===== config.mk =====
export PLATFORM = sky130hd
export DESIGN_NAME = bus_arbiter
export DESIGN_NICKNAME = d
export VERILOG_FILES = /design/src/verilog/axi_lite_pkg.sv /design/src/verilog/bus_arbiter.sv
export SDC_FILE = /design/constraint.sdc
export NUM_CORES = 1
export LEC_CHECK = 0
export ABC_CLOCK_PERIOD_IN_PS = 1100
export BUFFER_PORTS_ARGS = -buffer_cell sky130_fd_sc_hd__clkbuf_2
export CAP_MARGIN = 20
export CELL_PAD_IN_SITES_DETAIL_PLACEMENT = 1
export CELL_PAD_IN_SITES_GLOBAL_PLACEMENT = 2
export CORE_AREA = 3 3 171 173
export CTS_BUF_LIST = sky130_fd_sc_hd__clkbuf_8
export CTS_CLUSTER_DIAMETER = 200
export DETAILED_ROUTE_END_ITERATION = 16
export DIE_AREA = 0 0 174 176
export PLACE_DENSITY = 0.83
export SYNTH_ARGS = -nofsm -noshare
export SYNTH_HDL_FRONTEND = slang
export SYNTH_SLANG_ARGS = --single-unit

===== constraint.sdc =====
create_clock -name clk -period 1.1 [get_ports clk]
set_input_delay 0.055 -clock clk [delete_from_list [all_inputs] [get_ports clk]]
set_output_delay 0.055 -clock clk [all_outputs]
set_load 0.05 [all_outputs]

===== src/verilog/axi_lite_pkg.sv =====
package axi_lite_pkg;

    // bus widths
    localparam int ADDR_W = 32;
    localparam int DATA_W = 32;
    localparam int STRB_W = DATA_W / 8;

    // response codes
    localparam logic [1:0] RESP_OKAY = 2'b00;
    localparam logic [1:0] RESP_SLVERR = 2'b10;
    localparam logic [1:0] RESP_DECERR = 2'b11;

    // address map
    localparam logic [ADDR_W-1:0] SRAM_BASE = 32'h8000_0000;
    localparam logic [ADDR_W-1:0] MTIMER_BASE = 32'h0200_0000;
    // timer decode window, registers live in the first 16 bytes
    localparam logic [ADDR_W-1:0] MTIMER_SPAN = 32'h0000_1000;

    // master-driven signals
    typedef struct packed {
        logic [ADDR_W-1:0] araddr;
        logic arvalid;
        logic rready;
        logic [ADDR_W-1:0] awaddr;
        logic awvalid;
        logic [DATA_W-1:0] wdata;
        logic [STRB_W-1:0] wstrb;
        logic wvalid;
        logic bready;
    } axi_req_t;

    // slave-driven signals
    typedef struct packed {
        logic arready;
        logic [DATA_W-1:0] rdata;
        logic [1:0] rresp;
        logic rvalid;
        logic awready;
        logic wready;
        logic [1:0] bresp;
        logic bvalid;
    } axi_rsp_t;

    typedef enum logic {
        GRANT_FETCH,
        GRANT_LSU
    } grant_e;

    typedef enum logic [1:0] {
        ROUTE_SRAM,
        ROUTE_TIMER,
        ROUTE_ERR
    } route_e;

    typedef enum logic [1:0] {
        SRAM_IDLE,
        SRAM_RDATA,
        SRAM_BRESP
    } sram_state_e;

    // merge the strobed bytes of new_word into old_word
    function automatic logic [DATA_W-1:0] apply_strb(input logic [DATA_W-1:0] old_word,
                                                     input logic [DATA_W-1:0] new_word,
                                                     input logic [STRB_W-1:0] strb);
        logic [DATA_W-1:0] merged;
        merged = old_word;
        for (int i = 0; i < STRB_W; i++) begin
            if (strb[i]) begin
                merged[8*i +: 8] = new_word[8*i +: 8];
            end
        end
        return merged;
    endfunction

endpackage


===== src/verilog/bus_arbiter.sv =====
`timescale 1ns/1ps

module bus_arbiter (
    input  logic                   clk,
    input  logic                   rst_n,
    input  axi_lite_pkg::axi_req_t fetch_req,
    output axi_lite_pkg::axi_rsp_t fetch_rsp,
    input  axi_lite_pkg::axi_req_t lsu_req,
    output axi_lite_pkg::axi_rsp_t lsu_rsp,
    output axi_lite_pkg::axi_req_t bus_req,
    input  axi_lite_pkg::axi_rsp_t bus_rsp
);

    axi_lite_pkg::grant_e grant;
    axi_lite_pkg::grant_e grant_next;
    logic rd_out;
    logic wr_out;
    logic idle;
    logic lsu_wants;
    logic to_lsu;
    logic to_fetch;
    logic rd_hs;
    logic r_hs;
    logic wr_hs;
    logic b_hs;

    // handshakes seen on the shared bus
    assign rd_hs = bus_req.arvalid && bus_rsp.arready;
    assign r_hs = bus_rsp.rvalid && bus_req.rready;
    assign wr_hs = bus_req.awvalid && bus_req.wvalid && bus_rsp.awready && bus_rsp.wready;
    assign b_hs = bus_rsp.bvalid && bus_req.bready;

    assign idle = !rd_out && !wr_out;
    assign lsu_wants = lsu_req.arvalid || lsu_req.awvalid;

    // lsu first, fetch only gets the bus back when lsu is quiet
    assign to_lsu = (grant == axi_lite_pkg::GRANT_FETCH) && idle && lsu_wants;
    assign to_fetch = (grant == axi_lite_pkg::GRANT_LSU) && idle && fetch_req.arvalid
                      && !lsu_wants;

    always_comb begin
        grant_next = grant;
        if (to_lsu) begin
            grant_next = axi_lite_pkg::GRANT_LSU;
        end else if (to_fetch) begin
            grant_next = axi_lite_pkg::GRANT_FETCH;
        end
    end

    // request steering, fetch never writes
    always_comb begin
        bus_req = '0;
        if (grant == axi_lite_pkg::GRANT_LSU) begin
            bus_req = lsu_req;
        end else begin
            bus_req.araddr = fetch_req.araddr;
            // hold fetch off in the cycle the grant leaves it
            bus_req.arvalid = fetch_req.arvalid && !to_lsu;
            bus_req.rready = fetch_req.rready;
        end
    end

    // responses go back to the granted master only
    always_comb begin
        fetch_rsp = '0;
        lsu_rsp = '0;
        if (grant == axi_lite_pkg::GRANT_LSU) begin
            lsu_rsp = bus_rsp;
        end else begin
            fetch_rsp.arready = bus_rsp.arready && !to_lsu;
            fetch_rsp.rdata = bus_rsp.rdata;
            fetch_rsp.rresp = bus_rsp.rresp;
            fetch_rsp.rvalid = bus_rsp.rvalid;
        end
    end

    always_ff @(posedge clk) begin
        if (!rst_n) begin
            grant <= axi_lite_pkg::GRANT_FETCH;
            rd_out <= 1'b0;
            wr_out <= 1'b0;
        end else begin
            grant <= grant_next;
            if (rd_hs) begin
                rd_out <= 1'b1;
            end else if (r_hs) begin
                rd_out <= 1'b0;
            end
            if (wr_hs) begin
                wr_out <= 1'b1;
            end else if (b_hs) begin
                wr_out <= 1'b0;
            end
        end
    end

    // grant is frozen while a request is accepted or waits for its response
    a_grant_stable: assert property (
        @(posedge clk) disable iff (!rst_n)
        (rd_out || wr_out || rd_hs || wr_hs) |=> $stable(grant)
    );

endmodule


* Yosys cells after proc, flatten, opt, wreduce, memory -nomap -nowiden
Cells that the tools add are included.
Word-level totals: flip-flop bits (word level) 3, output and inout bits 187, logic and storage cells 36
Operators by class: mux-type cells 10, bitwise operators 1, reduce and logical (&&, ||, !) cells 22
Operators with widths (count):
- 2-to-1 mux 71 bit | 1
- 2-to-1 mux 41 bit | 1
- 2-to-1 mux 36 bit | 1
- 2-to-1 mux 34 bit | 1
- logical AND 1 bit | 14
- 2-to-1 mux 1 bit | 6
- nonzero test 2 bit | 3
- zero test 1 bit | 4
- logical OR 1 bit | 1
- NOT 1 bit | 1

* Logic depth before layout (Yosys ltp)
word-level depth 10, gate-level depth with buffers 5, depth with buffers taken out 4

* Worst setup path after synthesis
Ideal clock, no wire load.
path type register to output, from reg grant, to out fetch_rsp[11] (netlist name), data arrival time 1.337 ns, data required time 1.045 ns, setup slack -0.292 ns, stages on the path, launching flop included 4, path buffers 2, cells stage by stage dfxtp_1 buf_6 buf_2 nor2b_1
RTL lines:
- start: declaration | line bus_arbiter.sv:14 | axi_lite_pkg::grant_e grant;
- start signal: assignment | line bus_arbiter.sv:79 | grant <= axi_lite_pkg::GRANT_FETCH;
- start signal: assignment | line bus_arbiter.sv:83 | grant <= grant_next;
- end: declaration | line bus_arbiter.sv:7 | output axi_lite_pkg::axi_rsp_t fetch_rsp,

==> key figures <==
Worst setup path
  • Crit-path max cell delay: around 430 ps
  • Top Family by Delay on Critical Path: flip-flops
  • WP buf/inv: 3
  • Critical path capture point type: output port
  • WP depth: 4
  • RR Endpoint: wr_out
  • R2r worst-path depth: 5
  • Critical Path Fanout Max: 8
  • Crit-path cells: buf_12 -> clkbuf_16 -> mux2_4 -> buf_8
  • Critical path class: reg -> out
  • Critical Path AT: roughly 1400 ps
  • Slowest stage cell, crit path: dfxtp_4
  • Worst Setup SP: grant
  • FF-to-FF setup slack: -160 ps
  • Crit path launch type: flip-flop
  • R2r startpoint: grant
  • Worst EP required: ~1000 ps
  • End of the critical path: bus_req[90]

Detailed routing
  • Final WL: about 15 mm
  • TritonRoute pass-1 iters: 4
  • Via count: about 3000
  • Met2 WL post-DR: 9.02 mm
  • Met3 WL post-DR: ~1.1 mm
  • DR WL/cell: about 16 µm
  • Post-DRT Antenna Nets: 0
  • Drt via density: about 3.1
  • DRC viols: 0
  • Max Used Layer: met4
  • Initial DRC Count: 26
  • Met1 wire length: between 5 and 6 mm

Status
  • Failing checks: negative setup slack
  • Status: finished with violations

Timing
  • Final Max Tran Viols: 0
  • Setup TNS: -42450 ps
  • Final min period: 1420 ps
  • Clk_skew: slightly above 10 ps
  • Ratio of final minimum period to clock period: 129%
  • Final Hold Viols: 0
  • RSZ-0062 raised after global routing: yes
  • Maximum clock rate: between 700 and 800 MHz
  • Setup violators final: ~180
  • Post-route worst setup slack: -322 ps

CTS
  • Hold-fix buffers, CTS: 0
  • Inserted Clock Buffers: 3
  • Sink Count: 3
  • CTS tree: built
  • H-tree depth: 1
  • Longest Clk Path Bufs: 2
  • Clock Latency Late Sink: 220 ps
  • Root Buffer: clkbuf_8
  • CTS clk-pin slew, worst paths: around 40 ps

Placed design
  • Hpwl dp: 11.8 mm
  • PortBufs: 363
  • Place WS: -187 ps
  • Final weighted congestion in routability-driven placement: approximately 0.72
  • DP Area: approximately 5400 µm²

Synthesis
  • Top post-synthesis cells by area: and2_1 (40%), mux2_4 (20%), nor2b_1 (13%)
  • Avg Inst Size Synth: approximately 7.6 µm²
  • Syn Inst Count: between 200 and 250
  • Synth top area share: roughly two fifths
  • Count of cell types in the netlist: 21
  • Post-synth EDFFs: 0
  • Synth area leader: and2_1
  • Most frequent cells after synthesis: and2_1 (111), nor2b_1 (36), mux2_4 (23)
  • Synth Register Bits: 3
  • Yosys warnings: 0
  • Synth Flop Type: dfxtp_1
  • Cell with the most instances after synthesis: and2_1
  • Seq/Total Area, Yosys: 3.47%
  • Syn Std Cell Area: ~1700 µm²
  • Async S/R FF share, synth: 0%

GRT
  • Initial antenna violation count: 0
  • Gr ovfl total: 0
  • Pin count of the biggest net entering global routing: 48
  • Gr usage total: under 10%
  • Number of global-route vias before repair: 3379
  • First-pass GRT wire length: around 20 mm

Pwr
  • Switching power: 0.00302 W
  • Switching share of power: 51.4%
  • Pint: 0.00286 W
  • Power per Cell Area: 856 nW/µm²
  • Logic pwr share: between 90% and 100%
  • Leak Pwr: around 3.4 nW
  • Design Power: approximately 0.006 W
  • Seq pwr share: under 10%
  • Clk pwr share: between 5 and 6%
  • Maximum VDD drop: between 0.0003 and 0.0004 V

Floorplan
  • Top-level port count: between 400 and 500
  • Die W: 174 µm
  • Row count: 61
  • Initial Utilization: ~6.2%
  • Core ar.: approximately 28000 µm²
  • Die Span Y: 176 µm
  • Die ar.: 30600 µm²

Cells and area
  • N_diodes: 0
  • Final #Nets: about 860
  • Share of cells above drive strength 1: a little over nine tenths
  • Area Growth Syn to Fin: 296%
  • Cell area after layout: ~7000 µm²

Worst hold path
  • Hold Path Class: in -> reg

Flow run
  • Max cap viols: 0
[layout make-up]
class,instances,area [µm²]
fill,3250,20900
timing repair buffer,394,4330
inverter,1,3.75
tap,378,473
clock buffer,3,41.3
multi-input combinational,202,1950
clock inverter,1,3.75
sequential,3,63.8
[flip-flops by register name, summed over array words and instances, names as in the netlist]
signal	count
rd_out	1
grant	1
wr_out	1
[metrics by stage]
| step | hold WS (ps) | utilization, % | cells |
|---|---|---|---|
| final | 119 | 24.7 | 982 |
| after global routing | 149 | 24.7 | 982 |
| after CTS | 114 | 22.9 | 971 |
| after detailed placement | 350 | 19.4 | 966 |
| after global placement | 343 | 19.4 | 966 |
| after floorplan | 188 | - | 231 |
[kinds of logic after synthesis]
| family | Yosys count | share of synthesized area (%) |
|---|---|---|
| compound gates | 5 | 1.88 |
| mux | 33 | 26.4 |
| flops | 3 | 3.47 |
| simple gates | 159 | 56.5 |
| other cells | 1 | 0.217 |
| buf+inv | 26 | 11.5 |
[worst min path at each step]
stage          slack [ps]     end  cells past startpoint        start
6_report              120  rd_out                      3  bus_rsp[40]
4_1_cts               110  rd_out                      3  bus_rsp[40]
5_1_grt               150  rd_out                      3  bus_rsp[40]
3_5_place_dp          350  rd_out                      3  bus_rsp[40]
3_3_place_gp          340  rd_out                      3  bus_rsp[40]
2_1_floorplan         190  rd_out                      2  bus_rsp[40]
[worst min-delay path: stages]
cell      delay (ps)
clkbuf_2         120
nand2_1           70
o21ai_1           50
[placed cells by master (no fill, tap or decap), types with 2 or more instances in the layout]
| master | netlist | layout |
|---|---|---|
| and2_4 | 1 | 21 |
| conb_1 | 1 | 5 |
| nand2_1 | 7 | 7 |
| mux2_2 | 10 | 4 |
| and2_2 | 0 | 91 |
| inv_1 | 1 | 2 |
| clkbuf_8 | 0 | 47 |
| clkbuf_2 | 5 | 181 |
| clkbuf_4 | 0 | 3 |
| mux2_4 | 23 | 29 |
| nor2b_4 | 0 | 35 |
| buf_4 | 6 | 9 |
| clkbuf_16 | 0 | 4 |
| buf_8 | 0 | 62 |
| a21boi_1 | 3 | 2 |
| dfxtp_1 | 3 | 2 |
| buf_12 | 2 | 75 |
| buf_6 | 4 | 15 |
[power by group through the flow]
stage | registers, W | clock network [W] | logic (W)
floorplan | 0.000125 | 0 | 0.00277
global placement | 0.000131 | 0 | 0.00436
detailed placement | 0.000131 | 0 | 0.00441
CTS | 0.000130 | 0.000335 | 0.00494
global route | 0.000137 | 0.000348 | 0.00562
finish | 0.000136 | 0.000322 | 0.00542
[timing repair]
| item | CTS | global route |
|---|---|---|
| cloned | 0 | 7 |
| setup buffers | 1 | 4 |
| resized for setup | 209 | 156 |
| hold endpoints to repair | 0 | 0 |
| pin swaps | 1 | 2 |
| endpoints found under the setup margin | 183 | 183 |
[routing by layer]
metal,GRT usage (%),up-vias
met5,0,-
met3,1.85,8
met1,8.40,1407
met4,1.21,0
li1,-,1450
met2,17.6,171
Power figures use the tool's default switching activity.
