===== src/verilog/axi_lite_pkg.sv =====
package axi_lite_pkg;

    // bus widths
    localparam int ADDR_W = 32;
    localparam int DATA_W = 32;
    localparam int STRB_W = DATA_W / 8;

    // response codes
    localparam logic [1:0] RESP_OKAY = 2'b00;
    localparam logic [1:0] RESP_SLVERR = 2'b10;
    localparam logic [1:0] RESP_DECERR = 2'b11;

    // address map
    localparam logic [ADDR_W-1:0] SRAM_BASE = 32'h8000_0000;
    localparam logic [ADDR_W-1:0] MTIMER_BASE = 32'h0200_0000;
    // timer decode window, registers live in the first 16 bytes
    localparam logic [ADDR_W-1:0] MTIMER_SPAN = 32'h0000_1000;

    // master-driven signals
    typedef struct packed {
        logic [ADDR_W-1:0] araddr;
        logic arvalid;
        logic rready;
        logic [ADDR_W-1:0] awaddr;
        logic awvalid;
        logic [DATA_W-1:0] wdata;
        logic [STRB_W-1:0] wstrb;
        logic wvalid;
        logic bready;
    } axi_req_t;

    // slave-driven signals
    typedef struct packed {
        logic arready;
        logic [DATA_W-1:0] rdata;
        logic [1:0] rresp;
        logic rvalid;
        logic awready;
        logic wready;
        logic [1:0] bresp;
        logic bvalid;
    } axi_rsp_t;

    typedef enum logic {
        GRANT_FETCH,
        GRANT_LSU
    } grant_e;

    typedef enum logic [1:0] {
        ROUTE_SRAM,
        ROUTE_TIMER,
        ROUTE_ERR
    } route_e;

    typedef enum logic [1:0] {
        SRAM_IDLE,
        SRAM_RDATA,
        SRAM_BRESP
    } sram_state_e;

    // merge the strobed bytes of new_word into old_word
    function automatic logic [DATA_W-1:0] apply_strb(input logic [DATA_W-1:0] old_word,
                                                     input logic [DATA_W-1:0] new_word,
                                                     input logic [STRB_W-1:0] strb);
        logic [DATA_W-1:0] merged;
        merged = old_word;
        for (int i = 0; i < STRB_W; i++) begin
            if (strb[i]) begin
                merged[8*i +: 8] = new_word[8*i +: 8];
            end
        end
        return merged;
    endfunction

endpackage


===== src/verilog/addr_xbar.sv =====
`timescale 1ns/1ps

module addr_xbar #(
    parameter int SRAM_DEPTH = 256
) (
    input  logic                   clk,
    input  logic                   rst_n,
    input  axi_lite_pkg::axi_req_t bus_req,
    output axi_lite_pkg::axi_rsp_t bus_rsp,
    output axi_lite_pkg::axi_req_t sram_req,
    input  axi_lite_pkg::axi_rsp_t sram_rsp,
    output axi_lite_pkg::axi_req_t timer_req,
    input  axi_lite_pkg::axi_rsp_t timer_rsp
);

    localparam logic [axi_lite_pkg::ADDR_W-1:0] SRAM_BYTES =
        axi_lite_pkg::ADDR_W'(SRAM_DEPTH * 4);

    axi_lite_pkg::route_e ar_route;
    axi_lite_pkg::route_e aw_route;
    axi_lite_pkg::route_e rd_route;
    axi_lite_pkg::route_e wr_route;
    axi_lite_pkg::axi_rsp_t rd_src;
    axi_lite_pkg::axi_rsp_t wr_src;
    logic rd_busy;
    logic wr_busy;
    logic rd_hs;
    logic r_hs;
    logic wr_hs;
    logic b_hs;

    function automatic axi_lite_pkg::route_e decode(input logic [axi_lite_pkg::ADDR_W-1:0] addr);
        logic [axi_lite_pkg::ADDR_W-1:0] sram_off;
        sram_off = addr - axi_lite_pkg::SRAM_BASE;
        // addresses below the base wrap to a large offset
        if (sram_off < SRAM_BYTES) begin
            return axi_lite_pkg::ROUTE_SRAM;
        end
        if ((addr & ~(axi_lite_pkg::MTIMER_SPAN - 1)) == axi_lite_pkg::MTIMER_BASE) begin
            return axi_lite_pkg::ROUTE_TIMER;
        end
        return axi_lite_pkg::ROUTE_ERR;
    endfunction

    assign ar_route = decode(bus_req.araddr);
    assign aw_route = decode(bus_req.awaddr);

    assign rd_hs = bus_req.arvalid && bus_rsp.arready;
    assign r_hs = bus_rsp.rvalid && bus_req.rready;
    assign wr_hs = bus_req.awvalid && bus_req.wvalid && bus_rsp.awready && bus_rsp.wready;
    assign b_hs = bus_rsp.bvalid && bus_req.bready;

    // payload goes to both slaves, only valids and readies are steered
    always_comb begin
        sram_req = bus_req;
        timer_req = bus_req;
        sram_req.arvalid = bus_req.arvalid && !rd_busy && ar_route == axi_lite_pkg::ROUTE_SRAM;
        timer_req.arvalid = bus_req.arvalid && !rd_busy && ar_route == axi_lite_pkg::ROUTE_TIMER;
        sram_req.rready = bus_req.rready && rd_busy && rd_route == axi_lite_pkg::ROUTE_SRAM;
        timer_req.rready = bus_req.rready && rd_busy && rd_route == axi_lite_pkg::ROUTE_TIMER;
        sram_req.awvalid = bus_req.awvalid && !wr_busy && aw_route == axi_lite_pkg::ROUTE_SRAM;
        timer_req.awvalid = bus_req.awvalid && !wr_busy && aw_route == axi_lite_pkg::ROUTE_TIMER;
        sram_req.wvalid = bus_req.wvalid && !wr_busy && aw_route == axi_lite_pkg::ROUTE_SRAM;
        timer_req.wvalid = bus_req.wvalid && !wr_busy && aw_route == axi_lite_pkg::ROUTE_TIMER;
        sram_req.bready = bus_req.bready && wr_busy && wr_route == axi_lite_pkg::ROUTE_SRAM;
        timer_req.bready = bus_req.bready && wr_busy && wr_route == axi_lite_pkg::ROUTE_TIMER;
    end

    // address-phase source follows the decoded address
    assign rd_src = (rd_busy ? rd_route : ar_route) == axi_lite_pkg::ROUTE_TIMER
                    ? timer_rsp : sram_rsp;
    assign wr_src = (wr_busy ? wr_route : aw_route) == axi_lite_pkg::ROUTE_TIMER
                    ? timer_rsp : sram_rsp;

    // readies only answer a valid, so an idle bus rests with all readies low
    always_comb begin
        bus_rsp = '0;
        if (!rd_busy) begin
            bus_rsp.arready = bus_req.arvalid
                              && ((ar_route == axi_lite_pkg::ROUTE_ERR) || rd_src.arready);
        end else if (rd_route == axi_lite_pkg::ROUTE_ERR) begin
            bus_rsp.rresp = axi_lite_pkg::RESP_DECERR;
            bus_rsp.rvalid = 1'b1;
        end else begin
            bus_rsp.rdata = rd_src.rdata;
            bus_rsp.rresp = rd_src.rresp;
            bus_rsp.rvalid = rd_src.rvalid;
        end
        if (!wr_busy) begin
            bus_rsp.awready = bus_req.awvalid && bus_req.wvalid
                              && ((aw_route == axi_lite_pkg::ROUTE_ERR) || wr_src.awready);
            bus_rsp.wready = bus_req.awvalid && bus_req.wvalid
                             && ((aw_route == axi_lite_pkg::ROUTE_ERR) || wr_src.wready);
        end else if (wr_route == axi_lite_pkg::ROUTE_ERR) begin
            bus_rsp.bresp = axi_lite_pkg::RESP_DECERR;
            bus_rsp.bvalid = 1'b1;
        end else begin
            bus_rsp.bresp = wr_src.bresp;
            bus_rsp.bvalid = wr_src.bvalid;
        end
    end

    always_ff @(posedge clk) begin
        if (!rst_n) begin
            rd_busy <= 1'b0;
            wr_busy <= 1'b0;
            rd_route <= axi_lite_pkg::ROUTE_ERR;
            wr_route <= axi_lite_pkg::ROUTE_ERR;
        end else begin
            if (rd_hs) begin
                rd_busy <= 1'b1;
                rd_route <= ar_route;
            end else if (r_hs) begin
                rd_busy <= 1'b0;
            end
            if (wr_hs) begin
                wr_busy <= 1'b1;
                wr_route <= aw_route;
            end else if (b_hs) begin
                wr_busy <= 1'b0;
            end
        end
    end

    // a slave only answers a read this crossbar routed to it
    a_sram_rvalid_routed: assert property (
        @(posedge clk) disable iff (!rst_n)
        sram_rsp.rvalid |-> rd_busy && rd_route == axi_lite_pkg::ROUTE_SRAM
    );
    a_timer_rvalid_routed: assert property (
        @(posedge clk) disable iff (!rst_n)
        timer_rsp.rvalid |-> rd_busy && rd_route == axi_lite_pkg::ROUTE_TIMER
    );

endmodule


===== config.mk =====
export PLATFORM = sky130hd
export DESIGN_NAME = addr_xbar
export DESIGN_NICKNAME = d
export VERILOG_FILES = /design/src/verilog/axi_lite_pkg.sv /design/src/verilog/addr_xbar.sv
export SDC_FILE = /design/constraint.sdc
export NUM_CORES = 1
export LEC_CHECK = 0
export BUFFER_PORTS_ARGS = -buffer_cell sky130_fd_sc_hd__buf_2
export CORE_AREA = 2 2 171 173
export CTS_BUF_LIST = sky130_fd_sc_hd__clkbuf_8
export CTS_CLUSTER_DIAMETER = 150
export DETAILED_ROUTE_END_ITERATION = 8
export DIE_AREA = 0 0 173 175
export PLACE_DENSITY_LB_ADDON = 0.15
export SLEW_MARGIN = 20
export SYNTH_ARGS = -nofsm -noshare
export SYNTH_HDL_FRONTEND = slang
export SYNTH_SLANG_ARGS = --single-unit

===== constraint.sdc =====
create_clock -name clk -period 2.8 [get_ports clk]
set_input_delay 0.7 -clock clk [delete_from_list [all_inputs] [get_ports clk]]
set_output_delay 0.7 -clock clk [all_outputs]
set_load 0.05 [all_outputs]

# Yosys cells after proc, flatten, opt, wreduce, memory -nomap -nowiden
# Index checks and enable logic that the tools add are counted.
# classes
n_addsub,2
multipliers,0
div,0
magnitude_cmp,2
eq_ne,12
shifts,0
n_mux,29
n_bitwise,0
n_reduce_logical,35
# ops
operator,count
32-bit by 11-bit less-than comparator with 1-bit output (second input constant),2
32-bit subtractor (second input constant),2
41-bit 2-to-1 mux,1
20-bit by 14-bit == test with 1-bit output (second input constant),2
35-bit 2-to-1 mux,1
32-bit 2-to-1 mux,1
1-bit logical AND,24
2-bit 2-to-1 mux,11
2-bit by 1-bit == test with 1-bit output (second input constant),6
1-bit 2-to-1 mux,11
3-bit 2-to-1 mux,3
2-bit == test (second input constant),4
2-bit logical NOT,4
5-bit 2-to-1 mux,1
2-bit nonzero test,2
1-bit logical OR,3
1-bit logical NOT,2
# totals
reg_bits,6
latchBits,0
ram_bits,0
mem_bits_ro,0
input_bits,189
output_inout_bits,251
word_cells,84
memories,0

# Longest topological paths before layout
# logic_depth
ltp_word,15
ltp_mapped,7

# Worst setup path after synthesis
# Ideal clock, no wire load.
# synth_timing
path_kind,input to output
start,input port bus_req[85] (netlist name)
end,output port sram_req[72] (netlist name)
arrival_ns,2.721
t_required_ns,2.100
setup_slack_ns,-0.621
cell_stages,4
path_buffers,0
cell_sequence,or4_4 -> nor4_4 -> nand2_1 -> nor3_1
# synth_rtl
item,line,rtl
start: declaration,addr_xbar.sv:8,"input axi_lite_pkg::axi_req_t bus_req,"
end: declaration,addr_xbar.sv:10,"output axi_lite_pkg::axi_req_t sram_req,"

==> impl_metrics.ini <==
[global_routing]
antenna_found_initial = 0
grt_max_degree = 41
grt_pass1_vias = 2975
overflow = 0
grt_pass1_wl_mm = 15.8
grt_usage = 0.0650

[route]
drtIter0Drc = 65
vias = 2914
first_pass_iters = 4
drc = 0
routed_via_density = 3.20
wire_per_inst_um = 11.8
ant_nets = 0
wirelength_mm = 10.7

[finish]
nets = 717
seqCellArea_um2 = 121
n_antenna_cell = 0
design_area_um2 = 3720
syn_to_final_growth_pct = 19.7
fill_cells = 3382
multiInputGateArea_um2 = 1480
layout-drive-gt1-share = 0.625

[clocking]
cts-root-buf = clkbuf_8
hold_buffers = 0
cts_tree = built
cts.sinks = 6
h-tree-depth = 1
clockBufferDepth = 2
clk_latency_ns = 0.22
cts_buffers = 3
clk_pin_slew_ns = 0.04

[power_and_ir_drop]
switching_share = 0.566
switching_power_mw = 0.469
power_frac_clock = 0.158
cellPowerDensity_nw_per_um2 = 223
power.internal_mw = 0.360
cellLeakagePower_nw = 1.80
ir_drop_mv = 0.0674
p_seq_frac = 0.117
p_comb_frac = 0.725

[sta]
tns_ns = 0
final.setup_skew_ns = 0.000235
timing.final.crit_share = 0.990
fmax_mhz = 361
fin_crit_ns = 2.77
tightest_slew_ns = 0.674
hold_violations = 0
setup_viol = 0
drv_slew = 0
slew-limit-headroom = 0.550

[logic_synthesis]
ys_seq_elements = 6
synth_edf_count = 0
synth.most_common_cell = buf_4
syn_avg_cell_area_um2 = 7.00
synth_area_leader_cell = buf_4
ys_async_sr_fraction = 0
synth.area.top_cells = buf_4, mux2i_1, and2_1
yosys-top-cells-count = buf_4, nand2_1, mux2i_1
syn_nets = 633
synth_warnings = 0
synth_cell_types = 38
synth_flop_cell = dfxtp_1
syn_area_um2 = 3110
synth_top_area_frac = 0.483
synth_cells = 444
yosysSeqAreaShare = 0.0386

[floorplan]
core_area_um2 = 28400
die_area_um2 = 30300
chipWidth_um = 173
rows = 62
ios = 440
start_util = 0.110
die_h_um = 175

[setup_path]
criticalPathCategory = input pin to output port
crit_arrival_ns = 2.07
worstPathMaxFanout = 3
critPathSlowestCell = or4b_2
start_kind = input pin
endpoint_kind = output port
cp_data_required_time_ns = 2.10
critPathMaxStageDelay_ns = 0.73
crit_chain = buf_2 > or4b_2 > o22ai_1 > a31oi_2 > buf_6

[placed_design]
dp_hpwl_mm = 9.32
gp_congestion = 0.708
port_buffers = 271
dpl_cell_area_um2 = 3590

[job]
maxCapViolCount = 0

[worst_hold_path]
hold_path_class = flip-flop to flip-flop

[status]
outcome = finished clean
-- power by group through the flow --
stage | Clock [mW] | Combinational (mW) | Sequential, mW
after global placement | 0 | 0.604 | 0.0995
after CTS | 0.141 | 0.601 | 0.0974
after global routing | 0.145 | 0.636 | 0.0982
after detailed placement | 0 | 0.598 | 0.0988
after floorplan | 0 | 0.896 | 0.0928
final | 0.131 | 0.600 | 0.0972
-- sequential cells by signal (all words and copies together), names as in the netlist --
register,flops
rd_route,2
rd_busy,1
wr_busy,1
wr_route,2
-- metal layers --
metal  share of wire  track usage
met1            0.37       0.0690
met2            0.52        0.121
met3           0.086       0.0205
met4           0.022       0.0222
met5               0            0
-- path summary, 6_finish.rpt --
path / startpoint / end / slack (ns) / cells after the start
hold reg to reg: wr_route[0]$_SDFFE_PN0P_ / wr_route[0]$_SDFFE_PN0P_ / 0.62 / 2
hold / removal: wr_route[0]$_SDFFE_PN0P_ / wr_route[0]$_SDFFE_PN0P_ / 0.62 / 2
setup / recovery: bus_req[98] / bus_rsp[40] / 0.03 / 5
setup reg to reg: wr_busy$_SDFFE_PN0P_ / wr_route[1]$_SDFFE_PN1P_ / 0.99 / 5
-- through the flow --
stage	cells	utilization	setup WS, ns	hold slack, ns	power [mW]
after global routing	910	0.131	-0.0157	0.695	0.879
after detailed placement	907	0.126	-0.0697	0.623	0.697
after CTS	910	0.129	-0.00688	0.628	0.839
after floorplan	444	-	-0.226	0.623	0.988
after global placement	907	0.126	-0.0835	0.619	0.704
final	910	0.131	0.0268	0.615	0.829
-- critical path, delay by kind of cell --
kind | cells | cell delay [ns]
simple gates | 1 | 0.73
compound gates | 2 | 0.36
buf+inv | 2 | 0.27
-- repair_timing --
action,4_1_cts,5_1_grt
buffers inserted,0,0
pin swaps,1,5
setup endpoints to repair,3,9
gates resized for setup,6,16
-- cells in the final DEF, fill, tap and decap left out, types with 3 or more instances in the layout --
cell type and count:
o21ai_0 32, inv_1 3, nand3_1 3, nor2_1 8, a21oi_1 9, mux2_2 4, and2_1 34, buf_4 27
nor3_2 3, clkbuf_8 3, clkbuf_4 3, nor2b_1 3, nand2_1 45, dfxtp_1 5, buf_6 4, buf_2 264
o221a_2 3, mux2i_1 38
-- cell type report --
type	count	area share
clock buffers	3	0.0111
inverters	3	0.00303
multi-input cells	216	0.397
flip-flops and latches	6	0.0326
well taps	384	0.129
repair buffers	298	0.428
-- kinds of logic (layout without fill, tap and decap cells) --
family / count (synthesis) / in the layout / share of synthesized area
buf+inv: 222 / 304 / 0.511
mux: 43 / 43 / 0.142
simple gates: 119 / 119 / 0.206
compound gates: 54 / 54 / 0.103
flops: 6 / 6 / 0.0386
Note: power is estimated with default switching activity, not from simulation.
