**src/verilog/axi_lite_pkg.sv**
```systemverilog
package axi_lite_pkg;

    // bus widths
    localparam int ADDR_W = 32;
    localparam int DATA_W = 32;
    localparam int STRB_W = DATA_W / 8;

    // response codes
    localparam logic [1:0] RESP_OKAY = 2'b00;
    localparam logic [1:0] RESP_SLVERR = 2'b10;
    localparam logic [1:0] RESP_DECERR = 2'b11;

    // address map
    localparam logic [ADDR_W-1:0] SRAM_BASE = 32'h8000_0000;
    localparam logic [ADDR_W-1:0] MTIMER_BASE = 32'h0200_0000;
    // timer decode window, registers live in the first 16 bytes
    localparam logic [ADDR_W-1:0] MTIMER_SPAN = 32'h0000_1000;

    // master-driven signals
    typedef struct packed {
        logic [ADDR_W-1:0] araddr;
        logic arvalid;
        logic rready;
        logic [ADDR_W-1:0] awaddr;
        logic awvalid;
        logic [DATA_W-1:0] wdata;
        logic [STRB_W-1:0] wstrb;
        logic wvalid;
        logic bready;
    } axi_req_t;

    // slave-driven signals
    typedef struct packed {
        logic arready;
        logic [DATA_W-1:0] rdata;
        logic [1:0] rresp;
        logic rvalid;
        logic awready;
        logic wready;
        logic [1:0] bresp;
        logic bvalid;
    } axi_rsp_t;

    typedef enum logic {
        GRANT_FETCH,
        GRANT_LSU
    } grant_e;

    typedef enum logic [1:0] {
        ROUTE_SRAM,
        ROUTE_TIMER,
        ROUTE_ERR
    } route_e;

    typedef enum logic [1:0] {
        SRAM_IDLE,
        SRAM_RDATA,
        SRAM_BRESP
    } sram_state_e;

    // merge the strobed bytes of new_word into old_word
    function automatic logic [DATA_W-1:0] apply_strb(input logic [DATA_W-1:0] old_word,
                                                     input logic [DATA_W-1:0] new_word,
                                                     input logic [STRB_W-1:0] strb);
        logic [DATA_W-1:0] merged;
        merged = old_word;
        for (int i = 0; i < STRB_W; i++) begin
            if (strb[i]) begin
                merged[8*i +: 8] = new_word[8*i +: 8];
            end
        end
        return merged;
    endfunction

endpackage

```
**src/verilog/mtimer_slave.sv**
```systemverilog
`timescale 1ns/1ps

module mtimer_slave (
    input  logic                   clk,
    input  logic                   rst_n,
    input  axi_lite_pkg::axi_req_t req,
    output axi_lite_pkg::axi_rsp_t rsp,
    output logic                   timer_irq
);

    localparam int OFF_W = $clog2(axi_lite_pkg::MTIMER_SPAN);

    logic [63:0] mtime;
    logic [63:0] mtimecmp;
    logic [axi_lite_pkg::DATA_W-1:0] rd_word;
    logic [axi_lite_pkg::DATA_W-1:0] rdata_q;
    logic [1:0] rresp_q;
    logic [1:0] bresp_q;
    logic [OFF_W-1:0] ar_off;
    logic [OFF_W-1:0] aw_off;
    logic rvalid_q;
    logic bvalid_q;
    logic wr_ready;
    logic rd_hs;
    logic wr_hs;
    logic rd_ok;
    logic wr_ok;

    assign ar_off = req.araddr[OFF_W-1:0];
    assign aw_off = req.awaddr[OFF_W-1:0];
    // only the four aligned words below 0x10 exist
    assign rd_ok = (ar_off[OFF_W-1:4] == '0) && (ar_off[1:0] == 2'b00);
    assign wr_ok = (aw_off[OFF_W-1:4] == '0) && (aw_off[1:0] == 2'b00);

    assign wr_ready = !rvalid_q && !bvalid_q && !req.arvalid;
    assign rd_hs = req.arvalid && !rvalid_q && !bvalid_q;
    assign wr_hs = req.awvalid && req.wvalid && wr_ready;

    always_comb begin
        case (ar_off[3:2])
            2'd0: rd_word = mtime[31:0];
            2'd1: rd_word = mtime[63:32];
            2'd2: rd_word = mtimecmp[31:0];
            default: rd_word = mtimecmp[63:32];
        endcase
    end

    always_comb begin
        rsp = '0;
        rsp.arready = !rvalid_q && !bvalid_q;
        rsp.rdata = rdata_q;
        rsp.rresp = rresp_q;
        rsp.rvalid = rvalid_q;
        rsp.awready = wr_ready;
        rsp.wready = wr_ready;
        rsp.bresp = bresp_q;
        rsp.bvalid = bvalid_q;
    end

    // a write to mtime replaces that half and skips the increment
    always_ff @(posedge clk) begin
        if (!rst_n) begin
            mtime <= '0;
            mtimecmp <= '1;
        end else begin
            mtime <= mtime + 64'd1;
            if (wr_hs && wr_ok) begin
                case (aw_off[3:2])
                    2'd0: mtime[31:0] <= axi_lite_pkg::apply_strb(mtime[31:0], req.wdata,
                                                                 req.wstrb);
                    2'd1: mtime[63:32] <= axi_lite_pkg::apply_strb(mtime[63:32], req.wdata,
                                                                  req.wstrb);
                    2'd2: mtimecmp[31:0] <= axi_lite_pkg::apply_strb(mtimecmp[31:0], req.wdata,
                                                                    req.wstrb);
                    default: mtimecmp[63:32] <= axi_lite_pkg::apply_strb(mtimecmp[63:32],
                                                                        req.wdata, req.wstrb);
                endcase
            end
        end
    end

    always_ff @(posedge clk) begin
        if (!rst_n) begin
            rvalid_q <= 1'b0;
            bvalid_q <= 1'b0;
            timer_irq <= 1'b0;
        end else begin
            timer_irq <= (mtime >= mtimecmp);
            if (rd_hs) begin
                rvalid_q <= 1'b1;
            end else if (req.rready) begin
                rvalid_q <= 1'b0;
            end
            if (wr_hs) begin
                bvalid_q <= 1'b1;
            end else if (req.bready) begin
                bvalid_q <= 1'b0;
            end
        end
    end

    always_ff @(posedge clk) begin
        if (rd_hs) begin
            rdata_q <= rd_ok ? rd_word : '0;
            rresp_q <= rd_ok ? axi_lite_pkg::RESP_OKAY : axi_lite_pkg::RESP_SLVERR;
        end
        if (wr_hs) begin
            bresp_q <= wr_ok ? axi_lite_pkg::RESP_OKAY : axi_lite_pkg::RESP_SLVERR;
        end
    end

endmodule

```
**config.mk**
```make
export PLATFORM = sky130hd
export DESIGN_NAME = mtimer_slave
export DESIGN_NICKNAME = d
export VERILOG_FILES = /design/src/verilog/axi_lite_pkg.sv /design/src/verilog/mtimer_slave.sv
export SDC_FILE = /design/constraint.sdc
export NUM_CORES = 1
export LEC_CHECK = 0
export BUFFER_PORTS_ARGS = -buffer_cell sky130_fd_sc_hd__clkbuf_2
export CORE_ASPECT_RATIO = 1.5
export CORE_MARGIN = 8
export CORE_UTILIZATION = 56
export CTS_CLUSTER_SIZE = 8
export DETAILED_ROUTE_END_ITERATION = 8
export PLACE_DENSITY_LB_ADDON = 0.12
export SLEW_MARGIN = 20
export SYNTH_ARGS = -nofsm -noshare
export SYNTH_HDL_FRONTEND = slang
export SYNTH_SLANG_ARGS = --single-unit
```
**constraint.sdc**
```tcl
create_clock -name clk -period 5.3 [get_ports clk]
set_clock_uncertainty 0.05 [all_clocks]
set_input_delay 0.795 -clock clk [delete_from_list [all_inputs] [get_ports clk]]
set_output_delay 0.795 -clock clk [all_outputs]
set_load 0.03 [all_outputs]
```
### Word level (Yosys, flattened, before mapping)

Cells that the tools add are included.

| cells by class | value |
|---|---|
| equality and inequality tests | 12 |
| mux-type cells | 14 |
| $add $sub $neg | 1 |
| reductions and logical operators | 29 |
| order comparisons | 1 |
| bitwise logic cells | 1 |

Operator list:

| operator | number |
|---|---|
| $pmux W32 S3 | 1 |
| $add A64 B1 Y64 const B | 1 |
| $ge A64 B64 Y1 | 1 |
| $mux W32 | 2 |
| $mux W64 | 1 |
| $mux W8 | 4 |
| $ne A3 B3 Y1 const B | 8 |
| $reduce_and A3 Y1 | 8 |
| $logic_not A8 Y1 | 2 |
| $logic_and A1 B1 Y1 | 9 |
| $logic_not A2 Y1 | 4 |
| $eq A2 B1 Y1 const B | 2 |
| $eq A2 B2 Y1 const B | 2 |
| $mux W1 | 4 |
| $mux W2 | 2 |
| $reduce_bool A2 Y1 | 2 |
| $logic_not A1 Y1 | 3 |
| $reduce_or A3 Y1 | 1 |
| $not A1 Y1 | 1 |

| word-level totals | value |
|---|---|
| register bits | 167 |
| bits of input ports | 107 |
| logic and storage cells | 80 |
| output and inout bits | 42 |

### Logic depth before layout (Yosys ltp)

| depth | value |
|---|---|
| depth after elaboration | 6 |
| gate-level depth with buffers | 9 |
| mapped depth without buffers | 8 |

### Least setup slack after synthesis

Ideal clock, no wire load.

| path | value |
|---|---|
| kind | input -> register |
| start | input port req[44] (netlist bit) |
| end | register mtime[10] |
| buffers on the path | 2 |
| setup slack | 2.661 ns |
| cell stages on the path | 9 |
| required time | 5.180 ns |
| arrival time | 2.518 ns |
| library setup time | 0.070 ns |
| path through | nor4_1 > and4_1 > inv_2 > or4_1 > clkbuf_1 > clkbuf_1 > nor2_1 > o21ai_0 > a21oi_1 |

| on the way | value |
|---|---|
| cells in the longest elaborated chain, start to end | 4 |
| elaborated cells between the ends (all ways) | 5 |
| classes of those cells | eq/ne (1); mux (1); reduce/logical (3) |

RTL lines:

| element | RTL line | text |
|---|---|---|
| from (decl) | mtimer_slave.sv:6 | `input axi_lite_pkg::axi_req_t req,` |
| $logic_not A8 Y1 (*) | mtimer_slave.sv:33 | `assign wr_ok = (aw_off[OFF_W-1:4] == '0) && (aw_off[1:0] == 2'b00);` |
| $logic_and A1 B1 Y1 (*) | mtimer_slave.sv:33 |  |
| $logic_and A1 B1 Y1 (*) | mtimer_slave.sv:67 | `if (wr_hs && wr_ok) begin` |
| $ne A3 B3 Y1 (no line) / $mux W64 (equally long branches) | - |  |
| to (signal assigned) | mtimer_slave.sv:66 | `mtime <= mtime + 64'd1;` |
| to (signal assigned) | mtimer_slave.sv:69 | `2'd0: mtime[31:0] <= axi_lite_pkg::apply_strb(mtime[31:0], req.wdata,` |
| to (decl) | mtimer_slave.sv:13 | `logic [63:0] mtime;` |

Mark *: on every way between the ends. The rest lies on a longest branch, timed or not.
A chain may end at the register's enable or synchronous reset.

### Worst setup path in the final report

| path | value |
|---|---|
| start | register mtime[33] |
| end | register mtime[55] |

| on the way | value |
|---|---|
| cells in the longest elaborated chain, start to end | 3 |

RTL lines:

| element | RTL line | text |
|---|---|---|
| from (signal assigned) | mtimer_slave.sv:66 |  |
| from (signal assigned) | mtimer_slave.sv:71 | `2'd1: mtime[63:32] <= axi_lite_pkg::apply_strb(mtime[63:32], req.wdata,` |
| $add A64 B1 Y64 (*) | mtimer_slave.sv:66 |  |
| $mux W32 | mtimer_slave.sv:68 | `case (aw_off[3:2])` |
| $mux W64 (*) | mtimer_slave.sv:67 |  |

Marked as above.

==> flow_summary.ini <==
[critical_path]
worstPathRequired_ns = 5.61
crit_buf_inv = 0
max_stage_delay_ns = 0.93
cp_top_family = simple AND/OR/NAND/NOR gates
cp-end-kind = flop
cp_data_arrival_time_ns = 3.54
crit_path_start_kind = flop
crit_type = reg -> reg
crit_path_max_fanout = 13
critPathSlowestCell = nor2_1
path_cells = and4_1 > nand3_1 > nor2_1 > nand4_2 > or3_1 > a31oi_1

[synthesis]
synth.distinct_cells = 67
yosys.area_share.simple_pct = 27.6
syn_area_um2 = 10200
synth_edf_count = 34
yosys_warnings = 0
synth_flop_cell = dfxtp_1
postSynthCellCount = 1209
synth_seq_cells = 165
synth_area_per_cell_um2 = 8.41
yosysSeqAreaShare_pct = 35.8
synth_compound_area_share_pct = 13.7
synthMuxAreaShare_pct = 8.03
synth_top_family_by_area = simple AND/OR/NAND/NOR gates
synth_fa_ha_area_share_pct = 8.00
synth_xor_area_share_pct = 0.775
async_flop_share_pct = 0

[sta]
min_period_ns = 3.23
fmax_mhz = 310
drv_slew = 0
relSlewSlack_pct = 24.6
hold_viol = 0
setup_viol = 0
fin_tns_setup_ns = 0
max_slew.worst_pin.slew_ns = 1.13
period_share_pct = 60.9
rsz0062_at_grt = false

[route]
drc = 0
wl_per_cell_um = 20.7
met1_length_um = 11500
ant_nets = 0
vias = 9697
dr.first_iter.drc_count = 839
vias_per_cell = 6.47
wl_met2_um = 15800
dr.max_layer_used = met4
drt_wl_total_um = 31000
drtPass1Iterations = 5
met3WireLength_um = 1920

[die]
coreArea_um2 = 17900
ios = 149
die_h_um = 181
chipWidth_um = 126
fp.dieArea_um2 = 22800
start_util_pct = 56.9
num_rows = 60

[place]
place_inst = 1466
post_dp_cell_area_um2 = 10800
hpwl_um = 22200
port_buffers = 106
place.gp.congestion = 0.952

[finish]
fin_nets = 1440
regArea_um2 = 3640
antenna_cells = 0
final_area_um2 = 11400
drive_gt1_share_pct = 15.9
multi_input_area_um2 = 5940
syn2layout_area_growth_pct = 12.2
fin_cells = 1498
fill_cells = 1566

[clock_tree]
root_buffer = clkbuf_16
cts_buffers = 17
cts_hold_buf = 0
clkLatencyLatePin_ns = 0.43
cts_tree = yes
path_clk_slew_ns = 0.06
clk_path_buf_depth = 2
cts.repair.resized = 0
ctsHtreeMaxLevel = 4
cts.sinks = 165
postCtsSetupBuffers = 0

[power_and_ir_drop]
p_leak_nw = 5.23
vdd_ir_drop_max_v = 0.000185
power.total_w = 0.00289
power_density_nw_per_um2 = 253

[run]
cap_viol_max_count = 0

[worst_hold_path]
hold_path_class = reg -> reg

[status]
status = completed

[global_routing]
antenna_found_initial = 0
grt_usage_pct = 27.2
grt_pass1_wl_um = 49400
grt_start_max_net_pins = 83
grt_pass1_vias = 9499
grt_overflow_total = 0
-- final timing paths --
| check | slack, ns | to | depth (start not counted) | start |
|---|---|---|---|---|
| setup / recovery | 2.07 | mtime[55] | 6 | mtime[33] |
| hold / removal | 0.43 | mtimecmp[22] | 2 | mtimecmp[22] |
| setup reg to reg | 2.07 | mtime[55] | 6 | mtime[33] |
| hold reg to reg | 0.43 | mtimecmp[22] | 2 | mtimecmp[22] |
-- placed cells by master, fill, tap and decap left out, types with 5 or more instances in the layout --
cell type  netlist  final
a211oi_1        10     10
a21oi_1         80     80
a2bb2oi_1        7      7
a31oi_1         31     31
and2_1          10      9
and3_1          15     15
and4_1           6      5
buf_4            6     12
bufinv_16        0      5
clkbuf_16        0     17
clkbuf_2         0    106
dfxtp_1        131    131
edfxtp_1        34     34
ha_1            65     65
inv_1           74     74
mux2i_1          5      5
mux4_2          32     32
nand2_1        132    132
nand3_1        173    173
nand4_1         39     39
nor2_1          59     59
nor2b_1         36     36
nor3_1          19     19
nor4_1          17     16
o211ai_1         7      7
o21a_1           5      5
o21ai_0         46     46
o21ai_1          7      7
o31a_1           7      7
or3_1            9      9
xor2_1           5      5
-- per-stage QoR --
step	hold slack (ns)	util (%)	worst slack (ns)
2_1_floorplan	0.407	-	2.66
3_3_place_gp	0.416	60.2	2.07
3_5_place_dp	0.425	60.2	2.01
4_1_cts	0.435	63.8	2.15
5_1_grt	0.449	63.8	1.92
6_report	0.432	63.8	2.07
-- registers in the layout, indices dropped and copies added, names as in the netlist --
signal / count
mtime: 64
mtimecmp: 64
rdata_q: 32
bresp_q: 1
bvalid_q: 1
rresp_q: 1
rvalid_q: 1
timer_irq: 1
-- logic make-up after synthesis --
logic type,Yosys count
fa+ha+maj,65
mux,41
xor+xnor,9
buf+inv,154
simple gates,544
compound gates,230
other cells,1
flops,165
-- power breakdown --
group	switching [W]	internal [W]	total, W
clock	0.000530	0.000851	0.00138
sequential	0.00000729	0.00130	0.00131
combinational	0.000137	0.0000653	0.000202
total	0.000675	0.00221	0.00289
-- routing by layer --
metal / up-vias / global-route usage, %
li1: 4552 / -
met1: 4591 / 29.9
met2: 431 / 48.1
met3: 123 / 4.75
met4: 0 / 16.3
met5: - / 0
-- cell usage after synthesis (all sizes together) (4+ instances only) --
cell | count | area [um^2]
nand3 | 174 | 883
nand4 | 40 | 256
a21o | 4 | 30.0
inv | 75 | 282
nor4 | 23 | 208
o211ai | 7 | 52.6
o21ai | 53 | 265
xnor2 | 4 | 35.0
o21a | 5 | 37.5
mux2 | 4 | 45.0
xor2 | 5 | 43.8
buf | 12 | 72.6
a31oi | 31 | 194
and3 | 15 | 93.8
clkbuf | 67 | 251
dfxtp | 131 | 2620
mux4 | 32 | 721
and2 | 10 | 62.6
mux2i | 5 | 50.1
ha | 65 | 813
a2bb2oi | 7 | 61.3
or3 | 9 | 56.3
nand2 | 132 | 495
edfxtp | 34 | 1020
nor3 | 19 | 95.1
o31a | 7 | 61.3
and4 | 6 | 52.6
nor2 | 60 | 228
nor2b | 36 | 225
a21oi | 80 | 400
a211oi | 10 | 75.1
or2 | 6 | 37.5
-- worst min-delay path, stage by stage (launching register included) --
cell and delay [ns]:
dfxtp_1 0.32, nand2_1 0.05, nand3_1 0.06
-- area by class of cell --
class / count / area share [%]
clock buffer: 20 / 3.92
timing repair buffer: 118 / 5.44
clock inverter: 12 / 1.78
sequential: 165 / 32.0
tap: 217 / 2.38
multi-input combinational: 891 / 52.1
inverter: 75 / 2.47
Note: power is estimated with default switching activity, not from simulation.
